<file path="config.mk">
export PLATFORM = sky130hd
export DESIGN_NAME = draw_pacer
export DESIGN_NICKNAME = d
export VERILOG_FILES = /design/src/source/draw_pkg.sv /design/src/source/draw_pacer.sv
export SDC_FILE = /design/constraint.sdc
export NUM_CORES = 1
export LEC_CHECK = 0
export BUFFER_PORTS_ARGS = -buffer_cell sky130_fd_sc_hd__buf_4
export CELL_PAD_IN_SITES_DETAIL_PLACEMENT = 1
export CELL_PAD_IN_SITES_GLOBAL_PLACEMENT = 2
export CORE_MARGIN = 5
export CORE_UTILIZATION = 34
export CTS_BUF_LIST = sky130_fd_sc_hd__clkbuf_4 sky130_fd_sc_hd__clkbuf_8
export DETAILED_ROUTE_END_ITERATION = 6
export GPL_TIMING_DRIVEN = 0
export PLACE_DENSITY = 0.7
export SETUP_SLACK_MARGIN = 0.2
export SKIP_CTS_REPAIR_TIMING = 1
export SLEW_MARGIN = 20
export SYNTH_ARGS = -nofsm -noshare
export SYNTH_HDL_FRONTEND = slang
export SYNTH_SLANG_ARGS = --single-unit
</file>
<file path="constraint.sdc">
create_clock -name clk_100m -period 1.6 [get_ports clk_100m]
set_input_delay 0.32 -clock clk_100m [delete_from_list [all_inputs] [get_ports clk_100m]]
set_output_delay 0.32 -clock clk_100m [all_outputs]
set_load 0.03 [all_outputs]
</file>
<file path="src/source/draw_pkg.sv">
// drawing package for the shape sequencer, pacer and rectangle filler
// holds coordinate type, rectangle geometry and drawing speed limits
package draw_pkg;

    // signed so that shapes may start off screen
    typedef logic signed [15:0] coord_t;        // screen coordinate

    localparam int SHAPE_CNT = 5;               // rectangles in the sequence
    typedef logic [2:0] shape_id_t;             // index into the sequence

    // shape 0 position and size
    localparam int RECT_X0 = 8;                 // left edge
    localparam int RECT_Y0 = 4;                 // top edge
    localparam int RECT_W = 20;                 // width in pixels
    localparam int RECT_H = 16;                 // height in pixels

    // each later shape moves down and right by this much
    localparam int RECT_STEP = 4;               // diagonal step per shape

    // drawing speed
    localparam int FRAME_WAIT = 3;              // frames to wait before drawing
    localparam int PIX_FRAME = 200;             // pixel enables per frame

    // handy totals
    localparam int RECT_PIX = RECT_W * RECT_H;  // pixels per rectangle
    localparam int TOTAL_PIX = SHAPE_CNT * RECT_PIX;  // pixels in the sequence

endpackage

</file>
<file path="src/source/draw_pacer.sv">
// drawing pacer
// waits a few frames, then grants a limited pixel budget per frame
`timescale 1ns/1ps

module draw_pacer import draw_pkg::*; (
    input  logic clk_100m,
    input  logic rst_n,
    input  logic frame,      // frame strobe
    input  logic busy,       // framebuffer cannot take a write
    output logic oe          // filler may draw one pixel
);

    typedef logic [$clog2(FRAME_WAIT + 1)-1:0] wait_cnt_t;
    typedef logic [$clog2(PIX_FRAME + 1)-1:0] pix_cnt_t;

    wait_cnt_t wait_cnt;     // frames seen, saturates
    pix_cnt_t  pix_cnt;      // enables given this frame
    logic      wait_over;
    logic      budget_left;

    assign wait_over   = (wait_cnt == wait_cnt_t'(FRAME_WAIT));
    assign budget_left = (pix_cnt < pix_cnt_t'(PIX_FRAME));

    // one enable per cycle while allowed
    assign oe = wait_over && budget_left && !busy;

    always_ff @(posedge clk_100m or negedge rst_n) begin
        if (!rst_n) begin
            wait_cnt <= '0;
            pix_cnt  <= '0;
        end else begin
            if (frame && !wait_over) begin
                wait_cnt <= wait_cnt + wait_cnt_t'(1);
            end
            // enable on the strobe cycle counts towards the new frame
            if (frame) begin
                pix_cnt <= pix_cnt_t'(oe);
            end else if (oe) begin
                pix_cnt <= pix_cnt + pix_cnt_t'(1);
            end
        end
    end

endmodule

</file>
# Yosys cells after proc, flatten, opt, wreduce, memory -nomap -nowiden
# Cells that the tools add are included.
[totals]
ff_bits = 10
input_bits = 4
output_inout_bits = 1
word_cells = 14
[op_classes]
n_addsub = 2
order_cmp = 1
n_eq_ne = 1
n_mux = 2
reduce_logical = 6
[op_table]
columns = ["op", "n"]
rows = [
  ["8-bit 2-to-1 mux", 2],
  ["8-bit by 1-bit adder with 8-bit output (second input constant)", 1],
  ["8-bit less-than comparator (second input constant)", 1],
  ["1-bit logical AND", 3],
  ["2-bit by 1-bit adder with 2-bit output (second input constant)", 1],
  ["2-bit equality test (second input constant)", 1],
  ["1-bit logical NOT", 2],
  ["2-bit nonzero test", 1],
]

# Depth between registers and ports, before layout
[logic_depth]
ltp_word = 5
depth_mapped = 4
ltp_nobuf = 4

# Least setup slack after synthesis
# Ideal clock, no wire load.
[synth_timing]
path_type = "register to output"
startpoint = "register pix_cnt[3]"
endpoint = "output port oe"
arrival_time_ns = 1.312
required_ns = 1.280
slack_ns = -0.032
path_stages_with_launch = 3
path_buffers = 0
cell_sequence = "dfrtp_1 -> o311a_4 -> nor2_1"
[synth_between]
elab_chain_len = 3
[synth_lines]
columns = ["item", "line", "text"]
rows = [
  ["start: declaration", "draw_pacer.sv:17", "pix_cnt_t pix_cnt;"],
  ["start signal: assignment", "draw_pacer.sv:37", "pix_cnt <= pix_cnt_t'(oe);"],
  ["start signal: assignment", "draw_pacer.sv:39", "pix_cnt <= pix_cnt + pix_cnt_t'(1);"],
  ["8-bit less-than comparator", "draw_pacer.sv:22", "assign budget_left = (pix_cnt < pix_cnt_t'(PIX_FRAME));"],
  ["1-bit logical AND (2 in a row)", "draw_pacer.sv:25", "assign oe = wait_over && budget_left && !busy;"],
  ["end: declaration", "draw_pacer.sv:10", "output logic oe"],
]
# Every way passes these cells.

# Final worst setup path
[layout_timing]
startpoint = "register pix_cnt[5]"
endpoint = "output port oe"
# The elaborated chain is that of the path after synthesis.

==> impl_metrics.yaml <==
outcome:
  outcome: "finished, violations left"
  violations: "negative setup slack"
yosys:
  synth_area_per_cell_sq_um: 10.9
  synth-compound-area-share_pct: 15.8
  synth_top_family_by_area: "simple AND/OR/NAND/NOR gates"
  synth_simple_gate_area_share_pct: 20.8
  seq_area_frac_synth_pct: 47.7
  ys_warn_count: 0
  syn-cell-area_sq_um: 524
  synth_seq_cells: 10
  synth_fa_ha_area_share_pct: 4.77
  synthXorXnorAreaFrac_pct: 3.34
  syn_inst: 48
  ys_types: 24
  synth_nets: 54
  yosys-mux-area-fraction_pct: 6.21
floorplan:
  boundaryPins: 5
  dieWidth_um: 49.3
  start_util_pct: 35.2
  rows: 14
  coreArea_sq_mm: 0.00149
  die_h_um: 49.3
  die_area_sq_mm: 0.00243
job:
  drv_cap: 0
final_layout:
  fill_cells: 157
  diodes: 0
  final_common_cell: "buf_4"
  design_area_sq_um: 719
  finalNonFillerCells: 81
  layout.nets: 72
  area_growth_pct: 37.2
  drive_above_1_share_pct: 38.5
  final_cell_mix: "buf_4 (11), dfrtp_1 (10)"
sta:
  fin_skew_ps: 6.17
  relSlewSlack_pct: 70.5
  setup_slack_ps: -110
  rsz0062_at_grt: "true"
  timing.fmax_ghz: 0.585
  setup_viol_count_final: 1
  hold_viol_final: 0
  period_share_pct: 107
  fin_crit_ps: 1710
  final_max_slew_viol_count: 0
  max_slew.worst_pin.slew_ps: 443
route:
  first_pass_iters: 4
  drt_iter0_markers: 2
  drc: 0
  vias: 457
  vias_per_cell: 5.64
  wl_per_cell_um: 16.5
  drt_wl_total_um: 1340
  final_antenna_net_count: 0
clock_network:
  cts_tree: "yes"
  cts_max_path_buffers: 2
  cts.reportedPaths.clkPinSlew_ps: 70
  cts_sinks: 10
  numCtsBuffers: 3
  clkLatencyLatePin_ps: 270
  htree_levels: 1
  root_buffer: "clkbuf_4"
critical_path:
  cp.arrival_ps: 1390
  cpPeakStageDelay_ps: 410
  cp_slowest_cell: "dfrtp_1"
  endpoint_kind: "output pin"
  crit_chain: "o311a_4, nor2_4, buf_6"
  crit_path_start_kind: "flop"
  crit_type: "flop to output pin"
  path_max_fanout: 3
  crit_required_ps: 1280
placement:
  portBuffers: 3
  gp_congestion: 0.790
  placed_cells: 67
  dpl.hpwl_um: 885
  place_area_sq_um: 578
global_route:
  grt_pass1_wl_um: 2010
  grt_pass1_vias: 460
  grt_overflow_total: 0
  grt_max_degree: 11
  grt_usage_pct: 10.8
  antenna_found_initial: 0
pwr:
  powerDensity_mw_per_mm2: 1180
  leakage_nw: 0.305
  peakVddDrop_uv: 783
worst_hold_path:
  hp-class: "input port to async pin"
==> routing by layer <==
layer	wire length (um)	vias to the layer above	GRT usage (%)
li1	-	214	-
met1	597	233	12.9
met2	673	8	16.1
met4	9	0	6.28
met3	59	2	4.28
met5	0	-	0
==> where the power goes <==
group          leakage, nW  internal [W]  switching, W
Sequential           0.134      0.000296     0.0000389
Combinational        0.150      0.000165      0.000116
Clock               0.0210      0.000138     0.0000966
Total                0.305      0.000599      0.000251
==> worst max-delay path: cells and delay by family (launching register included) <==
family	cells	cell delay (ps)
AND/OR/NAND/NOR	1	140
flip-flops	1	410
AO/OA/AOI/OAI	1	410
buffers and inverters	1	150
==> stage by stage <==
step / power, W / hold slack [ps] / worst slack, ps / setup TNS, ps / utilization (%)
after floorplan: 0.000465 / 24.4 / 211 / 0 / -
after global placement: 0.000502 / 152 / 113 / 0 / 38.8
after detailed placement: 0.000517 / 159 / 23.4 / 0 / 38.8
after CTS: 0.000750 / -133 / -169 / -169 / 41.3
after global routing: 0.000900 / 444 / -148 / -150 / 48.3
final: 0.000850 / 405 / -110 / -110 / 48.3
==> worst paths after layout <==
kind | start | end | slack [ps] | cells after the start
max | pix_cnt[5] | oe | -110 | 3
min | rst_n | pix_cnt[3] | 400 | 2
max reg2reg | pix_cnt[5] | pix_cnt[3] | 40 | 4
min reg2reg | pix_cnt[6] | pix_cnt[6] | 540 | 1
max in group asynchronous | rst_n | pix_cnt[1] | 1040 | 2
min in group clk_100m | frame | pix_cnt[2] | 460 | 2
==> state kept, by name, summed over array words and instances, names as in the netlist <==
name      flops
pix_cnt       8
wait_cnt      2
==> synth_stat cells <==
library cell / number / area share, %
o31ai_1: 3 / 4.3
or3_2: 1 / 1.4
nor2_1: 2 / 1.4
o311a_4: 1 / 4.1
o41ai_1: 1 / 1.7
nand3b_1: 1 / 1.4
nand3_1: 3 / 2.9
o21ai_0: 1 / 0.95
nor3_1: 1 / 0.95
nand2b_1: 2 / 2.4
nand2_1: 3 / 2.1
a21oi_1: 3 / 2.9
nor2b_1: 2 / 2.4
ha_1: 2 / 4.8
and2_1: 1 / 1.2
mux2i_1: 1 / 1.9
mux2_2: 2 / 4.3
a32o_1: 1 / 1.9
or4_1: 2 / 2.9
xnor2_1: 2 / 3.3
dfrtp_1: 10 / 48
inv_1: 1 / 0.72
clkbuf_1: 1 / 0.72
nand4b_1: 1 / 1.7
==> cell type report <==
type | instances | area, sq um | share of cell area [%]
Multi-Input combinational cell | 36 | 302 | 41.9
Clock buffer | 4 | 36.3 | 5.04
Inverter | 1 | 3.75 | 0.522
Timing Repair Buffer | 13 | 104 | 14.4
Tap cell | 16 | 20.0 | 2.78
Buffer | 1 | 3.75 | 0.522
Sequential cell | 10 | 250 | 34.8
==> logic make-up (layout without fill, tap and decap cells) <==
kind of cell | Yosys count | after routing
AND/OR/NAND/NOR | 19 | 19
AO/OA/AOI/OAI | 10 | 10
flip-flops | 10 | 10
multiplexers | 3 | 3
adder cells (fa/ha/maj) | 2 | 2
XOR/XNOR | 2 | 2
buffers and inverters | 2 | 19
Power figures use the tool's default switching activity.
