### config.mk
export PLATFORM = sky130hd
export DESIGN_NAME = rect_fill_drawer_flat
export DESIGN_NICKNAME = d
export VERILOG_FILES = /design/src/source/draw_pkg.sv /design/src/source/fb_pkg.sv /design/src/source/draw_if.sv /design/src/source/rect_fill_drawer.sv /design/src/flat_wrapper.sv
export SDC_FILE = /design/constraint.sdc
export NUM_CORES = 1
export LEC_CHECK = 0
export BUFFER_PORTS_ARGS = -buffer_cell sky130_fd_sc_hd__clkbuf_2
export CAP_MARGIN = 20
export CORE_MARGIN = 4
export CORE_UTILIZATION = 50
export CTS_CLUSTER_SIZE = 14
export DETAILED_ROUTE_END_ITERATION = 10
export GPL_TIMING_DRIVEN = 0
export HOLD_SLACK_MARGIN = 0.1
export PLACE_DENSITY = 0.74
export REMOVE_ABC_BUFFERS = 1
export SLEW_MARGIN = 40
export SYNTH_ARGS = -nofsm -noshare
export SYNTH_HDL_FRONTEND = slang
export SYNTH_SLANG_ARGS = --single-unit
### constraint.sdc
create_clock -name clk_100m -period 4.2 [get_ports clk_100m]
set_clock_uncertainty 0.05 [all_clocks]
set_input_delay 0 -clock clk_100m [delete_from_list [all_inputs] [get_ports clk_100m]]
set_output_delay 0 -clock clk_100m [all_outputs]
set_load 0.05 [all_outputs]
### src/source/draw_pkg.sv
// drawing package for the shape sequencer, pacer and rectangle filler
// holds coordinate type, rectangle geometry and drawing speed limits
package draw_pkg;

    // signed so that shapes may start off screen
    typedef logic signed [15:0] coord_t;        // screen coordinate

    localparam int SHAPE_CNT = 5;               // rectangles in the sequence
    typedef logic [2:0] shape_id_t;             // index into the sequence

    // shape 0 position and size
    localparam int RECT_X0 = 8;                 // left edge
    localparam int RECT_Y0 = 4;                 // top edge
    localparam int RECT_W = 20;                 // width in pixels
    localparam int RECT_H = 16;                 // height in pixels

    // each later shape moves down and right by this much
    localparam int RECT_STEP = 4;               // diagonal step per shape

    // drawing speed
    localparam int FRAME_WAIT = 3;              // frames to wait before drawing
    localparam int PIX_FRAME = 200;             // pixel enables per frame

    // handy totals
    localparam int RECT_PIX = RECT_W * RECT_H;  // pixels per rectangle
    localparam int TOTAL_PIX = SHAPE_CNT * RECT_PIX;  // pixels in the sequence

endpackage

### src/source/fb_pkg.sv
// framebuffer package
// geometry, colour index and address types of the pixel memory
package fb_pkg;

    // small buffer to keep simulation short
    localparam int FB_WIDTH = 64;                   // pixels per row
    localparam int FB_HEIGHT = 48;                  // rows
    localparam int FB_DEPTH = FB_WIDTH * FB_HEIGHT;  // 3072 pixels

    // colour index into an external palette, 0 is black
    typedef logic [3:0] cidx_t;                     // colour index

    // row-major address: y * FB_WIDTH + x
    typedef logic [11:0] fb_addr_t;                 // linear pixel address

endpackage

### src/source/draw_if.sv
// draw pixel bus from the rectangle filler to the framebuffer
// one write per cycle with we high, no acknowledge
`timescale 1ns/1ps

interface draw_if import draw_pkg::*, fb_pkg::*; ();

    logic   we;     // write strobe, one pixel per cycle
    coord_t x;      // pixel column
    coord_t y;      // pixel row
    cidx_t  cidx;   // colour of the pixel

    // filler side, colour comes from the sequencer
    modport source (
        output we, x, y
    );

    // framebuffer side
    modport sink (
        input we, x, y, cidx
    );

endinterface

### src/source/rect_fill_drawer.sv
// filled rectangle drawer
// walks each row left to right then steps down, one pixel per enabled cycle
`timescale 1ns/1ps

module rect_fill_drawer import draw_pkg::*; (
    input  logic   clk_100m,
    input  logic   rst_n,
    input  logic   start,        // begin a new rectangle
    input  logic   oe,           // may present a pixel this cycle
    input  coord_t x0,           // top-left corner
    input  coord_t y0,
    input  coord_t x1,           // bottom-right corner
    input  coord_t y1,
    draw_if.source px,           // pixel writes
    output logic   done          // pulse after the last pixel
);

    typedef enum logic [1:0] {
        IDLE,
        LOAD,
        DRAW,
        FIN
    } state_t;

    state_t state;
    coord_t x;                   // current column
    coord_t y;                   // current row
    coord_t x_left;              // row restart column
    coord_t x_right;             // last column
    coord_t y_bottom;            // last row
    logic   step;                // pixel consumed this cycle
    logic   row_end;
    logic   last_pix;

    assign step     = (state == DRAW) && oe;
    assign row_end  = (x == x_right);
    assign last_pix = row_end && (y == y_bottom);

    // control
    always_ff @(posedge clk_100m or negedge rst_n) begin
        if (!rst_n) begin
            state <= IDLE;
        end else begin
            case (state)
                IDLE: if (start) state <= LOAD;
                LOAD: state <= DRAW;                 // corners taken here
                DRAW: if (step && last_pix) state <= FIN;
                default: state <= start ? LOAD : IDLE;  // done cycle
            endcase
        end
    end

    // position, held while oe is low
    always_ff @(posedge clk_100m) begin
        if (state == LOAD) begin
            x        <= x0;
            y        <= y0;
            x_left   <= x0;
            x_right  <= x1;
            y_bottom <= y1;
        end else if (step && !last_pix) begin
            if (row_end) begin
                x <= x_left;                         // next row
                y <= y + coord_t'(1);
            end else begin
                x <= x + coord_t'(1);
            end
        end
    end

    assign px.we = step;         // write lands with the presented pixel
    assign px.x  = x;
    assign px.y  = y;
    assign done  = (state == FIN);

endmodule

### src/flat_wrapper.sv
// flat-port wrapper written by rule: the top's interface ports become plain ports
module rect_fill_drawer_flat import draw_pkg::*;
  (clk_100m, rst_n, start, oe, x0, y0, x1, y1, done, px_we, px_x, px_y);
  draw_if px_i ();
  input  logic clk_100m;
  input  logic rst_n;
  input  logic start;
  input  logic oe;
  input  coord_t x0;
  input  coord_t y0;
  input  coord_t x1;
  input  coord_t y1;
  output logic done;
  output wire logic [$bits(px_i.we)-1:0] px_we;
  output wire logic [$bits(px_i.x)-1:0] px_x;
  output wire logic [$bits(px_i.y)-1:0] px_y;
  assign px_we = px_i.we;
  assign px_x = px_i.x;
  assign px_y = px_i.y;
  rect_fill_drawer u_core (.clk_100m(clk_100m), .rst_n(rst_n), .start(start), .oe(oe), .x0(x0), .y0(y0), .x1(x1), .y1(y1), .px(px_i), .done(done));
endmodule
# Word-level counts from Yosys, hierarchy flattened
# Index checks and enable logic that the tools add are counted.
# op_classes
addsub	2
mul	0
div	0
n_lt_le_gt_ge	0
eq_ne	7
n_shift	0
n_mux	10
bitwise_logic	0
reduce_logical	10
# ops
cell	n
2-to-1 mux 16 bit	6
adder 16 x 2 -> 16 bit (second input constant)	2
== test 16 bit	2
one-hot mux 2 bit (3 select lines)	1
== test 2 bit (second input constant)	2
logical AND 1 bit	4
2-to-1 mux 2 bit	2
!= test 2 bit (second input constant)	2
AND reduction 2 bit	2
nonzero test 2 bit	2
== test 2 x 1 -> 1 bit (second input constant)	1
zero test 2 bit	1
zero test 1 bit	1
2-to-1 mux 1 bit	1
# totals
reg_bits	82
latchBits	0
ram_bits	0
rom_bits	0
in_bits	68
out_inout_bits	34
elab_cells	35
memories	0

# Longest topological paths before layout
# depth
word_depth	6
mapped_depth	8

# Worst setup path after synthesis
# No wires, ideal clock.
# synth_timing
path_kind	register to register
from	reg u_core.x[0], in the netlist u_core.px.x[0]
to	reg u_core.y[0], in the netlist u_core.px.y[0], enable pin
t_arrival_ps	3011
required_ps	3736
path_slack_ps	725
path_stages_with_launch	7
n_path_buf	2
period_less_slack_ps	3475
path_cell_list	edfxtp_1 -> xor2_1 -> nor4_1 -> nand4_1 -> buf_2 -> buf_4 -> o31ai_1
# synth_between
elab_chain_len	6
# synth_rtl
item	line_no	source
start, declared	rect_fill_drawer.sv:26	coord_t x;
start signal, assigned	rect_fill_drawer.sv:63	x <= x_left;
start signal, assigned	rect_fill_drawer.sv:66	x <= x + coord_t'(1);
== test 16 bit *	rect_fill_drawer.sv:36	assign row_end = (x == x_right);
logical AND 1 bit	rect_fill_drawer.sv:37	assign last_pix = row_end && (y == y_bottom);
zero test 1 bit	rect_fill_drawer.sv:61	end else if (step && !last_pix) begin
logical AND 1 bit	rect_fill_drawer.sv:61	
nonzero test 2 bit (no line)	n/a	
AND reduction 2 bit (no line) *	n/a	
end signal, assigned	rect_fill_drawer.sv:57	y <= y0;
end signal, assigned	rect_fill_drawer.sv:64	y <= y + coord_t'(1);
end, declared	rect_fill_drawer.sv:27	coord_t y;
# Mark *: on every way between the ends. The rest lies on a longest branch, timed or not.
# A chain may end at the register's enable or synchronous reset.

# Worst setup path after layout
# layout_timing
from	reg u_core.x[8], in the netlist u_core.px.x[8]
to	reg u_core.y[14], in the netlist u_core.px.y[14], enable pin
# Same word-level chain as after synthesis.

==> results.md <==
* DR DRC count at 0
* Clk buf depth at 2
* First-pass detailed-route iteration total at 4
* Seq cells post-synth at 82
* Largest family of logic cells by synthesized area: XOR/XNOR gates
* Final Wtd Congestion at 0.790
* TritonCTS Buffers at 9
* Largest net degree at the start of global routing at 54
* First-pass GRT wire length at 16.2 mm
* Boundary pin count at 102
* Clock root cell: clkbuf_8
* Clock slew at reported path FFs at 0.09 ns
* Drt first-iter violations at 154
* Xor/xnor share of the synthesized area at between 10% and 20%
* Top cell type by total area after synthesis: edfxtp_1
* Post-synthesis compound-gate area fraction at between 6 and 7%
* Max Cap Viol at 0
* Power Density at 347 nW/um^2
* Final TNS setup at 0 ns
* Crit path DAT at roughly 3.1 ns
* Final period utilization at between 70% and 80%
* Min Tclk post-route at 3.14 ns
* Startpoint types: register
* Max frequency at 0.318 GHz
* Commonest cells in the netlist: edfxtp_1, nand2_1, xnor2_1
* DRT antenna net count at 0
* Die area at 9590 um^2
* Ranking of synthesized cells by area: edfxtp_1, xnor2_1, xor2_1
* H-Tree Level Count at 3
* Asr flop ratio synth at 2.44%
* Area Growth Syn to Fin at 40.2%
* Site row count at 32
* Overall global routing resource usage at a little over a fifth
* Outcome: completed
* GR Overflow Total at 0
* Ant diodes at 0
* Starting Density at 51.8%
* Sequential share of the synthesized area at between 60% and 70%
* Cts repair resizes at 0
* Die width at between 90 and 100 um
* IO buf count at 101
* Initial antenna violation count at 0
* Post-placement cell count at 518
* Vias in the first global route at 3260
* Lkg Pwr at 2.21 nW
* Most common cell in the netlist: edfxtp_1
* Worst hold-check path type: in2reg
* Hold_buf cts at about 70
* EDFF count, synth at 80
* Vias per cell at 5.12
* Main flop type after synthesis: edfxtp_1
* Synthesized instance count at 319
* Clock sinks at just over 80
* Peak supply drop at 0.195 mV
* CTS tree: yes
* Setup violations, final at 0
* RSZ-0062 raised after global routing: false
* Netlist Area Pre-Place at approximately 4000 um^2
* # fillers at around 520
* Final hold vios at 0
* Worst relative slew slack at 62.5%
* Critical Path RT at 4.20 ns
* Worst skew pair latency at ~0.35 ns
* Die Y at 97.9 um
* Yosys warnings at 0
* Synth top area share at 59.4%
* Layout cells sized above 1 at 26.6%
* Mux contribution to synthesized area at 3.28%
* Post-DP HPWL at 6.31 mm
* Via Count at 3082
* Syn avg cell area at 12.7 um^2
* Routed wire length at about 9.9 mm
* Core region area at approximately 7800 um^2
* Hold Slack at approximately 0.31 ns
* Nets@finish at 569
* Synth Area in Simple Gates at between 10 and 15%
* Setup Buffers After CTS at 0
* Synth Area in Adders at 1.86%
* Final Non-Filler Cells at 602
* Max Slew Vio Count at 0
* Slew @ Worst Pin at roughly 0.56 ns
* Post-synthesis cell type count at 38
* Kind of critical path: reg2reg
* Crit path max fanout at 11
* Critical path capture point type: register
* Routed wire length per instance at 16.4 um
-- registers in the layout, indices dropped and copies added, names as in the netlist --
name / cells
u_core.x_left: 16
u_core.state: 2
u_core.x_right: 16
u_core.px.y: 16
u_core.y_bottom: 16
u_core.px.x: 16
-- area by class of cell --
type	count	area, um^2	share of cell area, %
Sequential cell	82	2450	43.2
Multi-Input combinational cell	211	1530	26.9
Timing Repair Buffer	175	1270	22.4
Clock buffer	11	131	2.32
Tap cell	102	128	2.25
Clock inverter	5	103	1.81
Inverter	16	60.1	1.06
-- logic make-up (layout without fill, tap and decap cells) --
logic type,Yosys count,after routing
xor+xnor,60,60
compound gates,37,37
simple gates,95,95
mux,13,13
flops,82,82
buf+inv,26,207
fa+ha+maj,6,6
-- layout by cell type, fill, tap and decap left out, types with 5 or more instances in the layout --
master,count
xnor2_1,32
clkbuf_2,101
inv_1,16
xor2_1,28
dlygate4sd3_1,68
nand4_1,13
nand3_1,10
nor3_1,9
ha_1,5
edfxtp_1,80
mux2i_1,11
clkbuf_8,9
nor2_1,7
nand2_1,33
o21ai_0,24
-- final timing paths --
check                                           start                          end  slack, ns  cells past startpoint
max                          u_core.px.x[8]$_DFFE_PP_    u_core.px.y[14]$_DFFE_PP_       1.06                      7
min                                             x1[2]  u_core.x_right[2]$_DFFE_PP_       0.31                      2
max reg2reg                  u_core.px.x[8]$_DFFE_PP_    u_core.px.y[14]$_DFFE_PP_       1.06                      7
min reg2reg                u_core.x_left[4]$_DFFE_PP_     u_core.px.x[4]$_DFFE_PP_       0.56                      2
max in group asynchronous                       rst_n  u_core.state[0]$_DFFE_PN0P_       3.53                      3
min in group asynchronous                       rst_n  u_core.state[1]$_DFFE_PN0P_       0.45                      3
-- where the power goes --
part	internal (mW)	switching, mW	leakage (nW)
sequential	0.929	0.0409	0.755
clock	0.395	0.284	0.115
combinational	0.136	0.181	1.34
total	1.46	0.507	2.21
-- layer usage --
metal,part of all wire (%),track usage (%),vias to the layer above
li1,-,-,1523
met1,41,26.2,1458
met2,53,37.6,86
met3,4.4,4.00,15
met4,1.6,8.41,0
met5,0,0,-
-- metrics by stage --
| stage | area (um^2) | util (%) | setup WS [ns] | total power [mW] |
|---|---|---|---|---|
| 6_report | 5670 | 72.6 | 1.06 | 1.97 |
| 3_5_place_dp | 4760 | 60.9 | 1.12 | 1.25 |
| 4_1_cts | 5670 | 72.6 | 1.09 | 1.97 |
| 5_1_grt | 5670 | 72.6 | 0.803 | 2.04 |
| 3_3_place_gp | 4630 | 59.3 | -1.30 | 1.24 |
| 2_1_floorplan | 4000 | - | 0.0422 | 1.16 |
-- critical path: stages, from the launching register on --
cell and delay, ns:
edfxtp_1 0.49, xor2_1 0.19, nor4_1 0.44, nand4_1 0.45
buf_6 0.30, buf_4 0.18, o31ai_4 0.51, buf_6 0.22
No activity file was read; power rests on OpenSTA's default activity.
